[src/hdl/shell_defines.svh]
/*
 * Stream widths, port codes and reset hold length shared by the DMA
 * attachment RTL and its testbench. Include wherever a macro is needed.
 */
`ifndef SHELL_DEFINES_SVH
`define SHELL_DEFINES_SVH

// stream widths
`define SHELL_TDATA_W 64
`define SHELL_TKEEP_W 8
// only the low 32 bits of the metadata carry fields
`define SHELL_TUSER_W 128

// one-hot port codes as seen in the src/dst bytes
`define SHELL_PORT_QDMA0 8'd2
`define SHELL_PORT_QDMA1 8'd8

// cycles the pipeline stays in reset after axis_rst drops
`define SHELL_RST_HOLD 16

`endif

[src/hdl/shell_pkg.sv]
/*
 * Types shared by the host DMA attachment: the stream beat, its metadata
 * word, the port byte decode and the c2h packet state and queue codes.
 */
`default_nettype none

`include "shell_defines.svh"

package shell_pkg;

  // one port byte, read as a raw code or as per-port flags
  typedef union packed {
    logic [7:0] code;
    struct packed {
      logic [3:0] spare;
      logic       qdma1;
      logic       cmac1;
      logic       qdma0;
      logic       cmac0;
    } flags;
  } port_flags_u;

  // metadata word, size in the low bits
  typedef struct packed {
    logic [`SHELL_TUSER_W-33:0] rsvd;
    port_flags_u                dst;
    port_flags_u                src;
    logic [15:0]                size;
  } pkt_meta_t;

  typedef struct packed {
    logic [`SHELL_TDATA_W-1:0] tdata;
    logic [`SHELL_TKEEP_W-1:0] tkeep;
    logic                      tlast;
    pkt_meta_t                 tuser;
  } axis_beat_t;

  typedef enum logic {
    IDLE = 1'b0,
    PKT  = 1'b1
  } c2h_state_e;

  // destination codes expected by the host queues
  typedef enum logic [15:0] {
    QDMA_DST_Q0 = 16'd1,
    QDMA_DST_Q1 = 16'd2
  } qdma_dst_e;

endpackage

`default_nettype wire

[src/hdl/rst_hold_counter.sv]
/*
 * Keeps the pipeline in reset for a fixed number of cycles once the
 * external axis_rst is released. pipe_rst feeds all stream logic.
 */
`timescale 1ns/1ps
`default_nettype none

`include "shell_defines.svh"

module rst_hold_counter (
  input  wire  axis_aclk,
  input  wire  axis_rst,
  output logic pipe_rst
);

  localparam int HOLD  = `SHELL_RST_HOLD;
  localparam int CNT_W = $clog2(HOLD + 1);

  logic [CNT_W-1:0] hold_cnt;

  // saturates at HOLD, restarts on every axis_rst
  always_ff @(posedge axis_aclk) begin
    if (axis_rst) begin
      hold_cnt <= '0;
    end else if (hold_cnt != CNT_W'(HOLD)) begin
      hold_cnt <= hold_cnt + 1'b1;
    end
  end

  // high from the first reset edge until the count saturates
  assign pipe_rst = (hold_cnt != CNT_W'(HOLD));

endmodule

`default_nettype wire

[src/hdl/h2c_arbiter.sv]
/*
 * Merges the two host-to-card queues onto one pipeline stream. A queue
 * keeps the grant for a whole packet; its metadata gets the source code.
 */
`timescale 1ns/1ps
`default_nettype none

`include "shell_defines.svh"

module h2c_arbiter (
  input  wire                     axis_aclk,
  input  wire                     pipe_rst,
  input  shell_pkg::axis_beat_t   h2c_0_beat,
  input  wire                     h2c_0_valid,
  output logic                    h2c_0_ready,
  input  shell_pkg::axis_beat_t   h2c_1_beat,
  input  wire                     h2c_1_valid,
  output logic                    h2c_1_ready,
  output shell_pkg::axis_beat_t   merged_beat,
  output logic                    merged_valid,
  input  wire                     merged_ready
);

  import shell_pkg::*;

  // one-hot, bit 0 for queue 0
  logic [1:0] grant_q;
  logic [1:0] grant;
  axis_beat_t src_beat;
  logic       xfer;

  // held grant wins, else queue 0 has priority
  always_comb begin
    if (grant_q != 2'b00) begin
      grant = grant_q;
    end else if (h2c_0_valid) begin
      grant = 2'b01;
    end else if (h2c_1_valid) begin
      grant = 2'b10;
    end else begin
      grant = 2'b00;
    end
  end

  assign merged_valid = !pipe_rst &&
                        ((grant[0] && h2c_0_valid) || (grant[1] && h2c_1_valid));
  assign h2c_0_ready  = !pipe_rst && grant[0] && merged_ready;
  assign h2c_1_ready  = !pipe_rst && grant[1] && merged_ready;
  assign xfer         = merged_valid && merged_ready;

  assign src_beat = grant[1] ? h2c_1_beat : h2c_0_beat;

  // payload passes, metadata is rebuilt
  always_comb begin
    merged_beat            = src_beat;
    merged_beat.tuser      = '0;
    merged_beat.tuser.size = src_beat.tuser.size;
    merged_beat.tuser.src.code = grant[1] ? `SHELL_PORT_QDMA1 : `SHELL_PORT_QDMA0;
    merged_beat.tuser.dst.code = 8'h00;
  end

  // grant drops on the edge that takes tlast
  always_ff @(posedge axis_aclk) begin
    if (pipe_rst) begin
      grant_q <= 2'b00;
    end else if (xfer) begin
      if (src_beat.tlast) begin
        grant_q <= 2'b00;
      end else begin
        grant_q <= grant;
      end
    end
  end

endmodule

`default_nettype wire

[src/hdl/c2h_pkt_fsm.sv]
/*
 * Follows packet boundaries on the card-to-host stream and strobes
 * first_beat on the beat that opens each packet, for the demux.
 */
`timescale 1ns/1ps
`default_nettype none

module c2h_pkt_fsm (
  input  wire                    axis_aclk,
  input  wire                    pipe_rst,
  input  wire                    in_valid,
  input  wire                    in_ready,
  input  wire                    in_last,
  output logic                   first_beat,
  output shell_pkg::c2h_state_e  state
);

  import shell_pkg::*;

  logic xfer;

  assign xfer = in_valid && in_ready;

  // a beat taken while idle opens a packet, even a one-beat one
  assign first_beat = xfer && (state == IDLE);

  always_ff @(posedge axis_aclk) begin
    if (pipe_rst) begin
      state <= IDLE;
    end else if (xfer) begin
      if (in_last) begin
        state <= IDLE;
      end else begin
        state <= PKT;
      end
    end
  end

endmodule

`default_nettype wire

[src/hdl/c2h_demux.sv]
/*
 * Steers card-to-host beats to the host queues by the destination flags.
 * Size and destination code are taken on a first beat and held per queue.
 */
`timescale 1ns/1ps
`default_nettype none

module c2h_demux (
  input  wire                    axis_aclk,
  input  wire                    pipe_rst,
  input  wire                    first_beat,
  input  shell_pkg::axis_beat_t  in_beat,
  input  wire                    in_valid,
  output logic                   in_ready,
  output shell_pkg::axis_beat_t  c2h_0_beat,
  output logic                   c2h_0_valid,
  input  wire                    c2h_0_ready,
  output logic [15:0]            c2h_0_size,
  output shell_pkg::qdma_dst_e   c2h_0_dst,
  output shell_pkg::axis_beat_t  c2h_1_beat,
  output logic                   c2h_1_valid,
  input  wire                    c2h_1_ready,
  output logic [15:0]            c2h_1_size,
  output shell_pkg::qdma_dst_e   c2h_1_dst
);

  import shell_pkg::*;

  logic [1:0]  q_hit;
  logic [1:0]  q_load;
  logic [15:0] size_q   [2];
  qdma_dst_e   dst_q    [2];
  logic [15:0] size_out [2];
  qdma_dst_e   dst_out  [2];

  // flags view of the dst byte
  assign q_hit  = {in_beat.tuser.dst.flags.qdma1, in_beat.tuser.dst.flags.qdma0};
  assign q_load = first_beat ? q_hit : 2'b00;

  // a beat flagged for both queues waits for both
  assign in_ready    = !pipe_rst && c2h_0_ready && c2h_1_ready;
  assign c2h_0_valid = !pipe_rst && in_valid && q_hit[0];
  assign c2h_1_valid = !pipe_rst && in_valid && q_hit[1];
  assign c2h_0_beat  = in_beat;
  assign c2h_1_beat  = in_beat;

  for (genvar k = 0; k < 2; k++) begin : g_queue
    localparam qdma_dst_e QCODE = (k == 0) ? QDMA_DST_Q0 : QDMA_DST_Q1;

    always_ff @(posedge axis_aclk) begin
      if (q_load[k]) begin
        size_q[k] <= in_beat.tuser.size;
        dst_q[k]  <= QCODE;
      end
    end

    // on the first beat show the new values straight away
    assign size_out[k] = q_load[k] ? in_beat.tuser.size : size_q[k];
    assign dst_out[k]  = q_load[k] ? QCODE : dst_q[k];
  end

  assign c2h_0_size = size_out[0];
  assign c2h_1_size = size_out[1];
  assign c2h_0_dst  = dst_out[0];
  assign c2h_1_dst  = dst_out[1];

endmodule

`default_nettype wire

[src/hdl/dma_attach_top.sv]
/*
 * Host DMA attachment: merges two h2c queues into the pipeline and
 * fans the pipeline output out to two c2h queues, after a reset hold.
 */
`timescale 1ns/1ps
`default_nettype none

module dma_attach_top (
  input  wire                    axis_aclk,
  input  wire                    axis_rst,

  // host to card
  input  shell_pkg::axis_beat_t  h2c_0_beat,
  input  wire                    h2c_0_valid,
  output logic                   h2c_0_ready,
  input  shell_pkg::axis_beat_t  h2c_1_beat,
  input  wire                    h2c_1_valid,
  output logic                   h2c_1_ready,

  // merged stream into the pipeline
  output shell_pkg::axis_beat_t  pipe_in_beat,
  output logic                   pipe_in_valid,
  input  wire                    pipe_in_ready,

  // pipeline output toward the host
  input  shell_pkg::axis_beat_t  pipe_out_beat,
  input  wire                    pipe_out_valid,
  output logic                   pipe_out_ready,

  // card to host
  output shell_pkg::axis_beat_t  c2h_0_beat,
  output logic                   c2h_0_valid,
  input  wire                    c2h_0_ready,
  output logic [15:0]            c2h_0_size,
  output shell_pkg::qdma_dst_e   c2h_0_dst,
  output shell_pkg::axis_beat_t  c2h_1_beat,
  output logic                   c2h_1_valid,
  input  wire                    c2h_1_ready,
  output logic [15:0]            c2h_1_size,
  output shell_pkg::qdma_dst_e   c2h_1_dst
);

  logic pipe_rst;
  logic first_beat;

  rst_hold_counter u_rst_hold (
    .axis_aclk (axis_aclk),
    .axis_rst  (axis_rst),
    .pipe_rst  (pipe_rst)
  );

  h2c_arbiter u_h2c_arb (
    .axis_aclk    (axis_aclk),
    .pipe_rst     (pipe_rst),
    .h2c_0_beat   (h2c_0_beat),
    .h2c_0_valid  (h2c_0_valid),
    .h2c_0_ready  (h2c_0_ready),
    .h2c_1_beat   (h2c_1_beat),
    .h2c_1_valid  (h2c_1_valid),
    .h2c_1_ready  (h2c_1_ready),
    .merged_beat  (pipe_in_beat),
    .merged_valid (pipe_in_valid),
    .merged_ready (pipe_in_ready)
  );

  // state is only watched from inside the FSM
  c2h_pkt_fsm u_c2h_fsm (
    .axis_aclk  (axis_aclk),
    .pipe_rst   (pipe_rst),
    .in_valid   (pipe_out_valid),
    .in_ready   (pipe_out_ready),
    .in_last    (pipe_out_beat.tlast),
    .first_beat (first_beat),
    .state      ()
  );

  c2h_demux u_c2h_demux (
    .axis_aclk   (axis_aclk),
    .pipe_rst    (pipe_rst),
    .first_beat  (first_beat),
    .in_beat     (pipe_out_beat),
    .in_valid    (pipe_out_valid),
    .in_ready    (pipe_out_ready),
    .c2h_0_beat  (c2h_0_beat),
    .c2h_0_valid (c2h_0_valid),
    .c2h_0_ready (c2h_0_ready),
    .c2h_0_size  (c2h_0_size),
    .c2h_0_dst   (c2h_0_dst),
    .c2h_1_beat  (c2h_1_beat),
    .c2h_1_valid (c2h_1_valid),
    .c2h_1_ready (c2h_1_ready),
    .c2h_1_size  (c2h_1_size),
    .c2h_1_dst   (c2h_1_dst)
  );

endmodule

`default_nettype wire

[config.mk]
export PLATFORM = sky130hd
export DESIGN_NAME = dma_attach_top
export DESIGN_NICKNAME = d
export VERILOG_FILES = /design/src/hdl/shell_pkg.sv /design/src/hdl/rst_hold_counter.sv /design/src/hdl/h2c_arbiter.sv /design/src/hdl/c2h_pkt_fsm.sv /design/src/hdl/c2h_demux.sv /design/src/hdl/dma_attach_top.sv
export VERILOG_INCLUDE_DIRS = /design/src /design/src/hdl
export SDC_FILE = /design/constraint.sdc
export NUM_CORES = 1
export LEC_CHECK = 0
export ABC_AREA = 1
export BUFFER_PORTS_ARGS = -buffer_cell sky130_fd_sc_hd__buf_2
export CORE_AREA = 2 2 493 495
export DETAILED_ROUTE_END_ITERATION = 10
export DIE_AREA = 0 0 495 497
export SLEW_MARGIN = 20
export SYNTH_ARGS = -nofsm -noshare
export SYNTH_HDL_FRONTEND = slang
export SYNTH_HIERARCHICAL = 1
export SYNTH_SLANG_ARGS = --single-unit
[constraint.sdc]
create_clock -name axis_aclk -period 2.1 [get_ports axis_aclk]
set_input_delay 0.21 -clock axis_aclk [delete_from_list [all_inputs] [get_ports axis_aclk]]
set_output_delay 0.21 -clock axis_aclk [all_outputs]
set_load 0.01 [all_outputs]
---- Yosys cells after proc, flatten, opt, wreduce, memory -nomap -nowiden ----
Memory sizes are Yosys's and may differ from the RTL's.
Cells that the tools add are included.
storage, ports and cells
  register bits after elaboration ......... 8
  bits in writable memories ............... 36
  input bits .............................. 611
  output and inout port bits .............. 673
  word-level logic and storage cells ...... 42
  memories kept ........................... 2
memory list
  memory              words  width  rd ports  clocked after memory_dff  write ports  line             text
  u_c2h_demux.size_q  2      16     2         0                         2            c2h_demux.sv:31  logic [15:0] size_q [2];
  u_c2h_demux.dst_q   2      2      2         0                         2            c2h_demux.sv:32  qdma_dst_e dst_q [2];
operators by class
  add/sub/neg operators ................... 1
  eq/ne operators ......................... 1
  mux-type cells .......................... 16
  bitwise logic cells ..................... 1
  reductions and logical operators ........ 18
operator list
  kind                   number
  $mux W201              1
  $mux W16               4
  $logic_and A1 B1 Y1    15
  $mux W2                5
  $add A5 B1 Y5 const B  1
  $mux W1                5
  $ne A5 B5 Y1 const B   1
  $mux W4                1
  $reduce_bool A2 Y1     1
  $logic_not A1 Y1       1
  $logic_or A1 B1 Y1     1
  $not A1 Y1             1

---- Logic depth before layout (Yosys ltp) ----
Gate-level depths: netlist (run 1).
  depth after elaboration ................. 9
  depth in mapped cells ................... 13
  mapped depth without buffers ............ 11

---- Modules after synthesis ----
The synthesis (run 1) kept the hierarchy.
modules (own cells, without submodules)
  module            times used  cells an instance  area an instance (µm²)  sequential area each (µm²)
  c2h_demux         1           584                4441.8                  640.6
  h2c_arbiter       1           425                2110.8                  40.0
  rst_hold_counter  1           35                 252.7                   100.1
  c2h_pkt_fsm       1           8                  48.8                    20.0

---- Worst setup path before layout (run 1) ----
Ideal clock, no wire load.
  path type ............................... register to output
  from .................................... reg u_rst_hold.hold_cnt[0]
  to ...................................... out c2h_0_size[10]
  data arrival time ....................... 1821 ps
  required time ........................... 1890 ps
  setup slack ............................. 69 ps
  cell stages (with the launch flop) ...... 13
  path buffers ............................ 2
  path through ............................ dfxtp_1 inv_1 ha_1 nand2_1 inv_1 nand2_1 nor2_1 nand2_1 nor2_1 buf_4 buf_4 nand3_1 nand2_1
on the way
  longest elaborated chain between the ends .. 8
RTL lines
  item                              line                    text
  start: declaration                rst_hold_counter.sv:19  logic [CNT_W-1:0] hold_cnt;
  start signal: assignment          rst_hold_counter.sv:26  hold_cnt <= hold_cnt + 1'b1;
  $ne A5 B5 Y1                      rst_hold_counter.sv:31  assign pipe_rst = (hold_cnt != CNT_W'(HOLD));
  named net pipe_rst                dma_attach_top.sv:43    logic pipe_rst;
  $logic_not A1 Y1                  c2h_demux.sv:41         assign in_ready = !pipe_rst && c2h_0_ready && c2h_1_ready;
  $logic_and A1 B1 Y1 (2 in a row)  c2h_demux.sv:41
  named net pipe_out_ready          dma_attach_top.sv:28    output logic pipe_out_ready,
  $logic_and A1 B1 Y1               c2h_pkt_fsm.sv:22       assign xfer = in_valid && in_ready;
  $logic_and A1 B1 Y1               c2h_pkt_fsm.sv:25       assign first_beat = xfer && (state == IDLE);
  named net first_beat              dma_attach_top.sv:44    logic first_beat;
  $mux W2                           c2h_demux.sv:38         assign q_load = first_beat ? q_hit : 2'b00;
  $mux W16                          c2h_demux.sv:58         assign size_out[k] = q_load[k] ? in_beat.tuser.size : size_q[k];
  end: declaration                  dma_attach_top.sv:34    output logic [15:0] c2h_0_size,
The timed path passes the listed nets, and every way through them passes these cells.

---- Worst setup path after layout (run 1) ----
  from .................................... reg u_rst_hold.hold_cnt[1]
  to ...................................... out c2h_1_size[13]
on the way
  longest elaborated chain between the ends .. 8
RTL lines
  item                              line                    text
  $ne A5 B5 Y1                      rst_hold_counter.sv:31
  named net pipe_rst                dma_attach_top.sv:43
  $logic_not A1 Y1                  c2h_demux.sv:41
  $logic_and A1 B1 Y1 (2 in a row)  c2h_demux.sv:41
  $logic_and A1 B1 Y1               c2h_pkt_fsm.sv:22
  $logic_and A1 B1 Y1               c2h_pkt_fsm.sv:25
  named net first_beat              dma_attach_top.sv:44
  $mux W2                           c2h_demux.sv:38
  $mux W16                          c2h_demux.sv:58
  end: declaration                  dma_attach_top.sv:39    output logic [15:0] c2h_1_size,
The timed path passes the listed nets, and every way through them passes these cells.

==> results of run 1 <==
cell usage after synthesis:
master and count:
buf_4 552, nand2_1 346, dfxtp_1 40, nand3_1 40
inv_1 17, buf_2 16, nor2_1 10, a21oi_1 8
buf_6 4, conb_1 3, nand2_4 3, ha_1 2
nand4_1 2, nor2_2 2, inv_4 1, nand2_2 1
nor3_1 1, nor3_2 1, o21ai_0 1, o21bai_1 1
xnor2_1 1
routing by layer:
layer / vias up / share of wire (%) / GRT usage [%] / routed length [um]
li1: 2480 / - / - / -
met1: 2430 / 13 / 2.69 / 13500
met2: 1041 / 47 / 13.7 / 48800
met3: 145 / 35 / 12.9 / 36100
met4: 14 / 4.3 / 3.17 / 4420
met5: - / 0.10 / 0.294 / 103
timing repair:
action / 4_1_cts / 5_1_grt
setup endpoints to repair: 78 / 53
hold buffers: 1 / 0
pin swaps: 18 / 31
gates resized for setup: 75 / 66
hold endpoints to repair: 2 / 0
gates cloned: 6 / 0
buffers inserted: 13 / 3
layout by cell type (no fill, tap or decap), types with 2 or more instances in the layout:
| master | synthesis | layout |
|---|---|---|
| buf_12 | 0 | 10 |
| nand4_1 | 2 | 2 |
| inv_2 | 0 | 4 |
| nand2_8 | 0 | 5 |
| a21oi_1 | 8 | 7 |
| diode_2 | 0 | 12 |
| bufbuf_16 | 0 | 2 |
| nand3_1 | 40 | 27 |
| buf_2 | 16 | 344 |
| nor2_4 | 0 | 3 |
| dfxtp_1 | 40 | 37 |
| nand2_4 | 3 | 8 |
| buf_8 | 0 | 2 |
| buf_4 | 552 | 22 |
| buf_16 | 0 | 3 |
| conb_1 | 3 | 142 |
| dfxtp_2 | 0 | 2 |
| buf_6 | 4 | 27 |
| nand3_2 | 0 | 13 |
| clkinv_2 | 0 | 2 |
| nor2_2 | 2 | 2 |
| nor2_1 | 10 | 7 |
| clkbuf_16 | 0 | 5 |
| inv_1 | 17 | 13 |
| nand2_1 | 346 | 297 |
| nand2_2 | 1 | 42 |
cell type report:
cell class	count	share of cell area [%]
antenna	12	0.294
clock buffer	6	1.36
clock inverter	2	0.0981
inverter	18	0.785
multi-input combinational	563	25.2
sequential	40	7.91
tap	3185	39.1
timing repair buffer	411	25.3
kinds of logic after synthesis:
logic type / share of synthesized area (%)
AOI/OAI and AO/OA: 0.767
xor gates and xnor gates: 0.128
adders and majority gates: 0.365
buffers and inverters: 63.3
DFF: 11.7
other: 0.164
and+or+nand+nor: 23.6
sequential cells by signal (all words and copies together) (netlist names):
name	flops
u_c2h_fsm/state	1
u_rst_hold/hold_cnt	5
u_h2c_arb/grant_q	2
u_c2h_demux/size_q	32
critical path, cell delays in order (launching register included):
cell,delay (ns)
dfxtp_2,0.34
inv_2,0.07
ha_4,0.13
nand2_2,0.05
inv_2,0.07
nand2_4,0.06
nor2_4,0.12
nand2_2,0.06
nor2_4,0.10
buf_12,0.13
buf_16,0.15
buf_8,0.15
nand3_2,0.08
nand2_2,0.11
buf_6,0.10
power breakdown:
group	switching (mW)	total [mW]	internal (mW)	leakage (nW)
logic	0.774	1.21	0.434	3.56
clock network	0.512	0.987	0.475	0.0767
registers	0.0107	0.792	0.781	0.326
total	1.30	2.99	1.69	3.97
worst min path at each step:
stage                  startpoint                     end  slack (ns)  depth (start not counted)
6_report           pipe_out_valid         u_c2h_fsm/state        0.17                          3
5_1_grt            pipe_out_valid         u_c2h_fsm/state        0.17                          4
4_1_cts            pipe_out_valid         u_c2h_fsm/state        0.12                          4
3_5_place_dp             axis_rst  u_rst_hold/hold_cnt[3]        0.41                          2
3_3_place_gp   pipe_out_beat[100]         c2h_1_beat[100]        0.42                          0
2_1_floorplan            axis_rst  u_rst_hold/hold_cnt[3]        0.28                          1
stage by stage:
| stage | area [sq um] | setup slack [ns] | hold slack [ns] | utilization [%] |
|---|---|---|---|---|
| after floorplan | 7380 | 0.0692 | 0.279 | - |
| after global placement | 9220 | -0.0654 | 0.420 | 3.84 |
| after detailed placement | 9220 | -0.0890 | 0.415 | 3.84 |
| after CTS | 9910 | -0.282 | 0.120 | 4.13 |
| after global routing | 10200 | -0.386 | 0.165 | 4.25 |
| final | 10200 | -0.223 | 0.173 | 4.25 |
==> impl_metrics.yaml, run 1 <==
layout:
  fin_cells: 4237
  n_fill_cell: 28700
  layout-drive-gt1-share_pct: 48.3
  regArea_sq_um: 807
  nets: 1652
  synthToLayoutAreaGrowth_pct: 48.8
  multi_input_area_sq_um: 2570
detailed_routing:
  vias: 6110
  drtPass1Iterations: 4
  routed_via_density: 1.44
  drt_wl_total_um: 103000
  ant_nets: 0
  wl_per_cell_um: 24.3
  route.detailed.drc: 0
  drt_iter0_drc: 288
worst_setup_path:
  cp-endpoint: "c2h_1_size[13]"
  arrival_ns: 2.11
  setup.worst_path.end_class: "output port"
  path_class: "reg2out"
  timing.rr.start: "u_rst_hold/hold_cnt[1]"
  timing.rr.end: "u_c2h_demux/size_q[0][23]"
  critPathRequiredTime_ns: 1.89
  regToRegSetupSlack_ns: 0.26
  startpoint: "u_rst_hold/hold_cnt[1]"
  crit_fanout: 8
  cp-start-kind: "flip-flop"
  reg2reg_depth: 14
timing:
  rsz0062_at_grt: "true"
  period_needed_ns: 2.32
  tightestPinTransition_ns: 0.600
  slew_violations: 0
  setup_viol: 32
  fin_worst_skew_ns: 0.0252
  max_freq_mhz: 430
  setup_ws_ns: -0.223
  finalHoldViolations: 0
  final.setup.tns_ns: -5.99
  finalCritPeriodShare_pct: 111
  slew_headroom_pct: 60.0
logic_synthesis:
  netlist_area_sq_um: 6850
  syn-instance-count: 1052
  synth-seq-cells: 40
  yosysWarnings: 6
  synthDominantCellAreaShare_pct: 60.5
  synth_cell_type_count: 21
  synth-seq-area-share_pct: 11.7
  ys_top_cells_by_area: "buf_4 (60%), nand2_1 (19%), dfxtp_1 (12%)"
  synth_area_leader_cell: "buf_4"
  synth.avg_cell_area_sq_um: 6.52
global_routing:
  grt_usage_pct: 7.95
  grt_max_degree: 38
  antenna_found_initial: 30
  grt_pass1_vias: 5110
  grt_overflow: 0
  grt_pass1_wl_um: 111000
floorplanning:
  io_pins: 1284
  die_area_sq_um: 246000
  die_h_um: 497
  start_util_pct: 2.85
  row_count: 180
  coreArea_sq_um: 240000
  chipWidth_um: 495
placed_design:
  gp_congestion: 0.703
  portBuffers: 371
  dpl.cell_count: 4195
  dp_hpwl_um: 96500
hold_path:
  hold_path_class: "in2reg"
cts:
  cts_buffers: 5
  htreeDepth: 2
  clock-sinks: 40
  root_buffer: "clkbuf_16"
  ctsLongestPathBuffers: 2
  clkLatencyLatePin_ns: 0.37
  cts_tree: "done"
  cts.reportedPaths.clkPinSlew_ns: 0.10
pwr:
  vdd_ir_drop_max_mv: 0.317
  powerDensity_nw_per_um2: 293
  p_leak_nw: 3.97
  finalPower_mw: 2.99
outcome:
  violations: "negative setup slack"
  status: "finished with violations"
run:
  maxCapViolations: 0
Note: power is estimated with default switching activity, not from simulation.
==> inputs of run 2 (changes only) <==
--- a/config.mk
+++ b/config.mk
@@ -8,6 +8,7 @@
 export LEC_CHECK = 0
 export ABC_AREA = 1
 export BUFFER_PORTS_ARGS = -buffer_cell sky130_fd_sc_hd__buf_2
+export CAP_MARGIN = 20
 export CORE_AREA = 2 2 493 495
 export DETAILED_ROUTE_END_ITERATION = 10
 export DIE_AREA = 0 0 495 497
==> constraint.sdc (replaced) <==
create_clock -name axis_aclk -period 2.1 [get_ports axis_aclk]
set_input_delay 0.315 -clock axis_aclk [delete_from_list [all_inputs] [get_ports axis_aclk]]
set_output_delay 0.315 -clock axis_aclk [all_outputs]
set_load 0.01 [all_outputs]
==> impl_metrics.yaml, run 2 (synthesis gave the netlist of run 1 again) <==
detailed_routing:
  drt_wl_total_um: 105000
  ant_nets: 0
  route.detailed.drc: 0
  wl_per_cell_um: 24.5
  routed_via_density: 1.50
  drt_iter0_drc: 276
  vias: 6399
  drtPass1Iterations: 4
worst_setup_path:
  crit_fanout: 8
  regToRegSetupSlack_ns: 0.33
  reg2reg_depth: 13
  arrival_ns: 2.14
  critPathRequiredTime_ns: 1.78
  path_class: "reg2out"
  timing.rr.start: "u_rst_hold/hold_cnt[0]"
  timing.rr.end: "u_c2h_demux/size_q[0][14]"
  cp-start-kind: "flip-flop"
  startpoint: "u_rst_hold/hold_cnt[0]"
  cp-endpoint: "c2h_0_size[14]"
  setup.worst_path.end_class: "output port"
layout:
  largest_register_ffs: 32
  layout-drive-gt1-share_pct: 61.0
  fin_util_pct: 4.89
  final_common_cell: "buf_2"
  final_cell_mix: "buf_2 (297), nand2_1 (171), conb_1 (142), nand2_2 (106), buf_6 (75)"
  reg_top3: "u_c2h_demux/size_q x32, u_rst_hold/hold_cnt x5, u_h2c_arb/grant_q x2"
  synthToLayoutAreaGrowth_pct: 71.4
  final_cell_area_sq_um: 11700
  n_fill_cell: 28500
  nets: 1683
  top_register: "u_c2h_demux/size_q"
timing:
  setup_ws_ns: -0.352
  finalHoldViolations: 0
  whs_ns: 0.122
  max_freq_mhz: 408
  fin_worst_skew_ns: 0.0295
  finalCritPeriodShare_pct: 117
  rsz0062_at_grt: "true"
  slew_violations: 0
  period_needed_ns: 2.45
  setup_viol: 77
cts:
  clock-sinks: 40
  cts.reportedPaths.clkPinSlew_ns: 0.12
  ctsLongestPathBuffers: 2
  cts_tree: "done"
  root_buffer: "clkbuf_16"
  htreeDepth: 2
  clkLatencyLatePin_ns: 0.38
  hold_buffers: 0
  cts_buffers: 5
pwr:
  clkPwrFrac_pct: 33.0
  internal_power_mw: 2.05
  switching_share_pct: 42.4
  power.switching_mw: 1.51
  finalPower_mw: 3.56
  vdd_ir_drop_max_mv: 0.343
  p_leak_nw: 4.63
  power_frac_comb_pct: 44.7
  seq_power_share_pct: 22.3
  powerDensity_nw_per_um2: 303
placed_design:
  portBuffers: 371
  dp_hpwl_um: 92900
  gp_congestion: 0.672
  dpl_cell_area_sq_um: 9280
floorplanning:
  chipWidth_um: 495
  io_pins: 1284
  start_util_pct: 2.85
  row_count: 180
  coreArea_sq_um: 240000
  die_area_sq_um: 246000
  die_h_um: 497
global_routing:
  antenna_found_initial: 39
  grt_max_degree: 39
  grt_pass1_wl_um: 111000
  grt_usage_pct: 7.92
  grt_pass1_vias: 5227
  grt_overflow: 0
run:
  maxCapViolations: 0
hold_path:
  hold_path_class: "in2reg"
  hold_path_depth: 2
outcome:
  violations: "negative setup slack"
  status: "finished with violations"
## run 2: changes by cell type in the layout (fill, tap and decap cells not counted), moves of 4 or more
cell	before	now
buf_12	10	22
buf_16	3	13
buf_2	344	297
buf_4	22	28
buf_6	27	75
clkbuf_16	5	9
diode_2	12	16
nand2_1	297	171
nand2_2	42	106
nand2_4	8	70
nand3_1	27	37
nand3_2	13	3
## run 2: repair_timing
action,CTS,global route
setup endpoints to repair,97,99
cloned,13,8
setup buffers,16,19
pin swaps,33,58
endpoints found under the hold margin,0,0
gates resized for setup,188,260
## run 2: through the flow
step | setup slack, ns | std cells | setup TNS [ns]
after CTS | -0.430 | 4238 | -16.01
after floorplan | 0.0367 | 1191 | 0
after detailed placement | -0.136 | 4202 | -1.97
final | -0.352 | 4272 | -12.54
after global placement | -0.138 | 4202 | -2.07
after global routing | -0.509 | 4270 | -26.65
## run 2: power by group through the flow
stage | clock network (mW) | registers [mW] | logic (mW)
floorplan | 0 | 0.807 | 1.42
global placement | 0 | 0.805 | 1.06
detailed placement | 0 | 0.806 | 1.06
CTS | 1.31 | 0.793 | 1.36
global route | 1.30 | 0.796 | 1.71
finish | 1.18 | 0.793 | 1.59
## run 2: area by class of cell
| type | instances | area (sq um) | area share [%] |
|---|---|---|---|
| Sequential cell | 40 | 805 | 6.85 |
| Inverter | 18 | 96.3 | 0.820 |
| Tap cell | 3185 | 3990 | 33.9 |
| Timing Repair Buffer | 443 | 3500 | 29.8 |
| Clock buffer | 5 | 125 | 1.07 |
| Clock inverter | 3 | 46.3 | 0.394 |
| Antenna cell | 16 | 40.0 | 0.341 |
| Multi-Input combinational cell | 562 | 3150 | 26.8 |
## run 2: routing by layer
layer	track usage (%)	vias to the layer above	part of all wire, %
met5	0.333	-	0.16
met4	3.55	14	4.9
met2	13.3	1044	47
li1	-	2554	-
met3	12.2	168	33
met1	3.24	2619	15
## run 2: worst min-delay path by stage
stage / start / to / slack (ns)
finish: axis_rst / u_rst_hold/hold_cnt[4] / 0.12
CTS: axis_rst / u_rst_hold/hold_cnt[3] / 0.07
floorplan: axis_rst / u_rst_hold/hold_cnt[3] / 0.38
detailed placement: u_c2h_demux/size_q[0][17] / u_c2h_demux/size_q[0][17] / 0.42
global route: axis_rst / u_rst_hold/hold_cnt[4] / 0.09
global placement: u_c2h_demux/size_q[0][17] / u_c2h_demux/size_q[0][17] / 0.42
## run 2: critical path, stage by stage (launching register included)
cell,delay (ns)
dfxtp_2,0.34
inv_2,0.07
ha_4,0.13
nand2_2,0.05
inv_2,0.07
nand2_4,0.06
nor2_4,0.13
nand2_2,0.07
nor2_4,0.10
buf_12,0.20
nand2_8,0.09
buf_12,0.16
nand2_2,0.08
nand2_2,0.05
buf_6,0.12
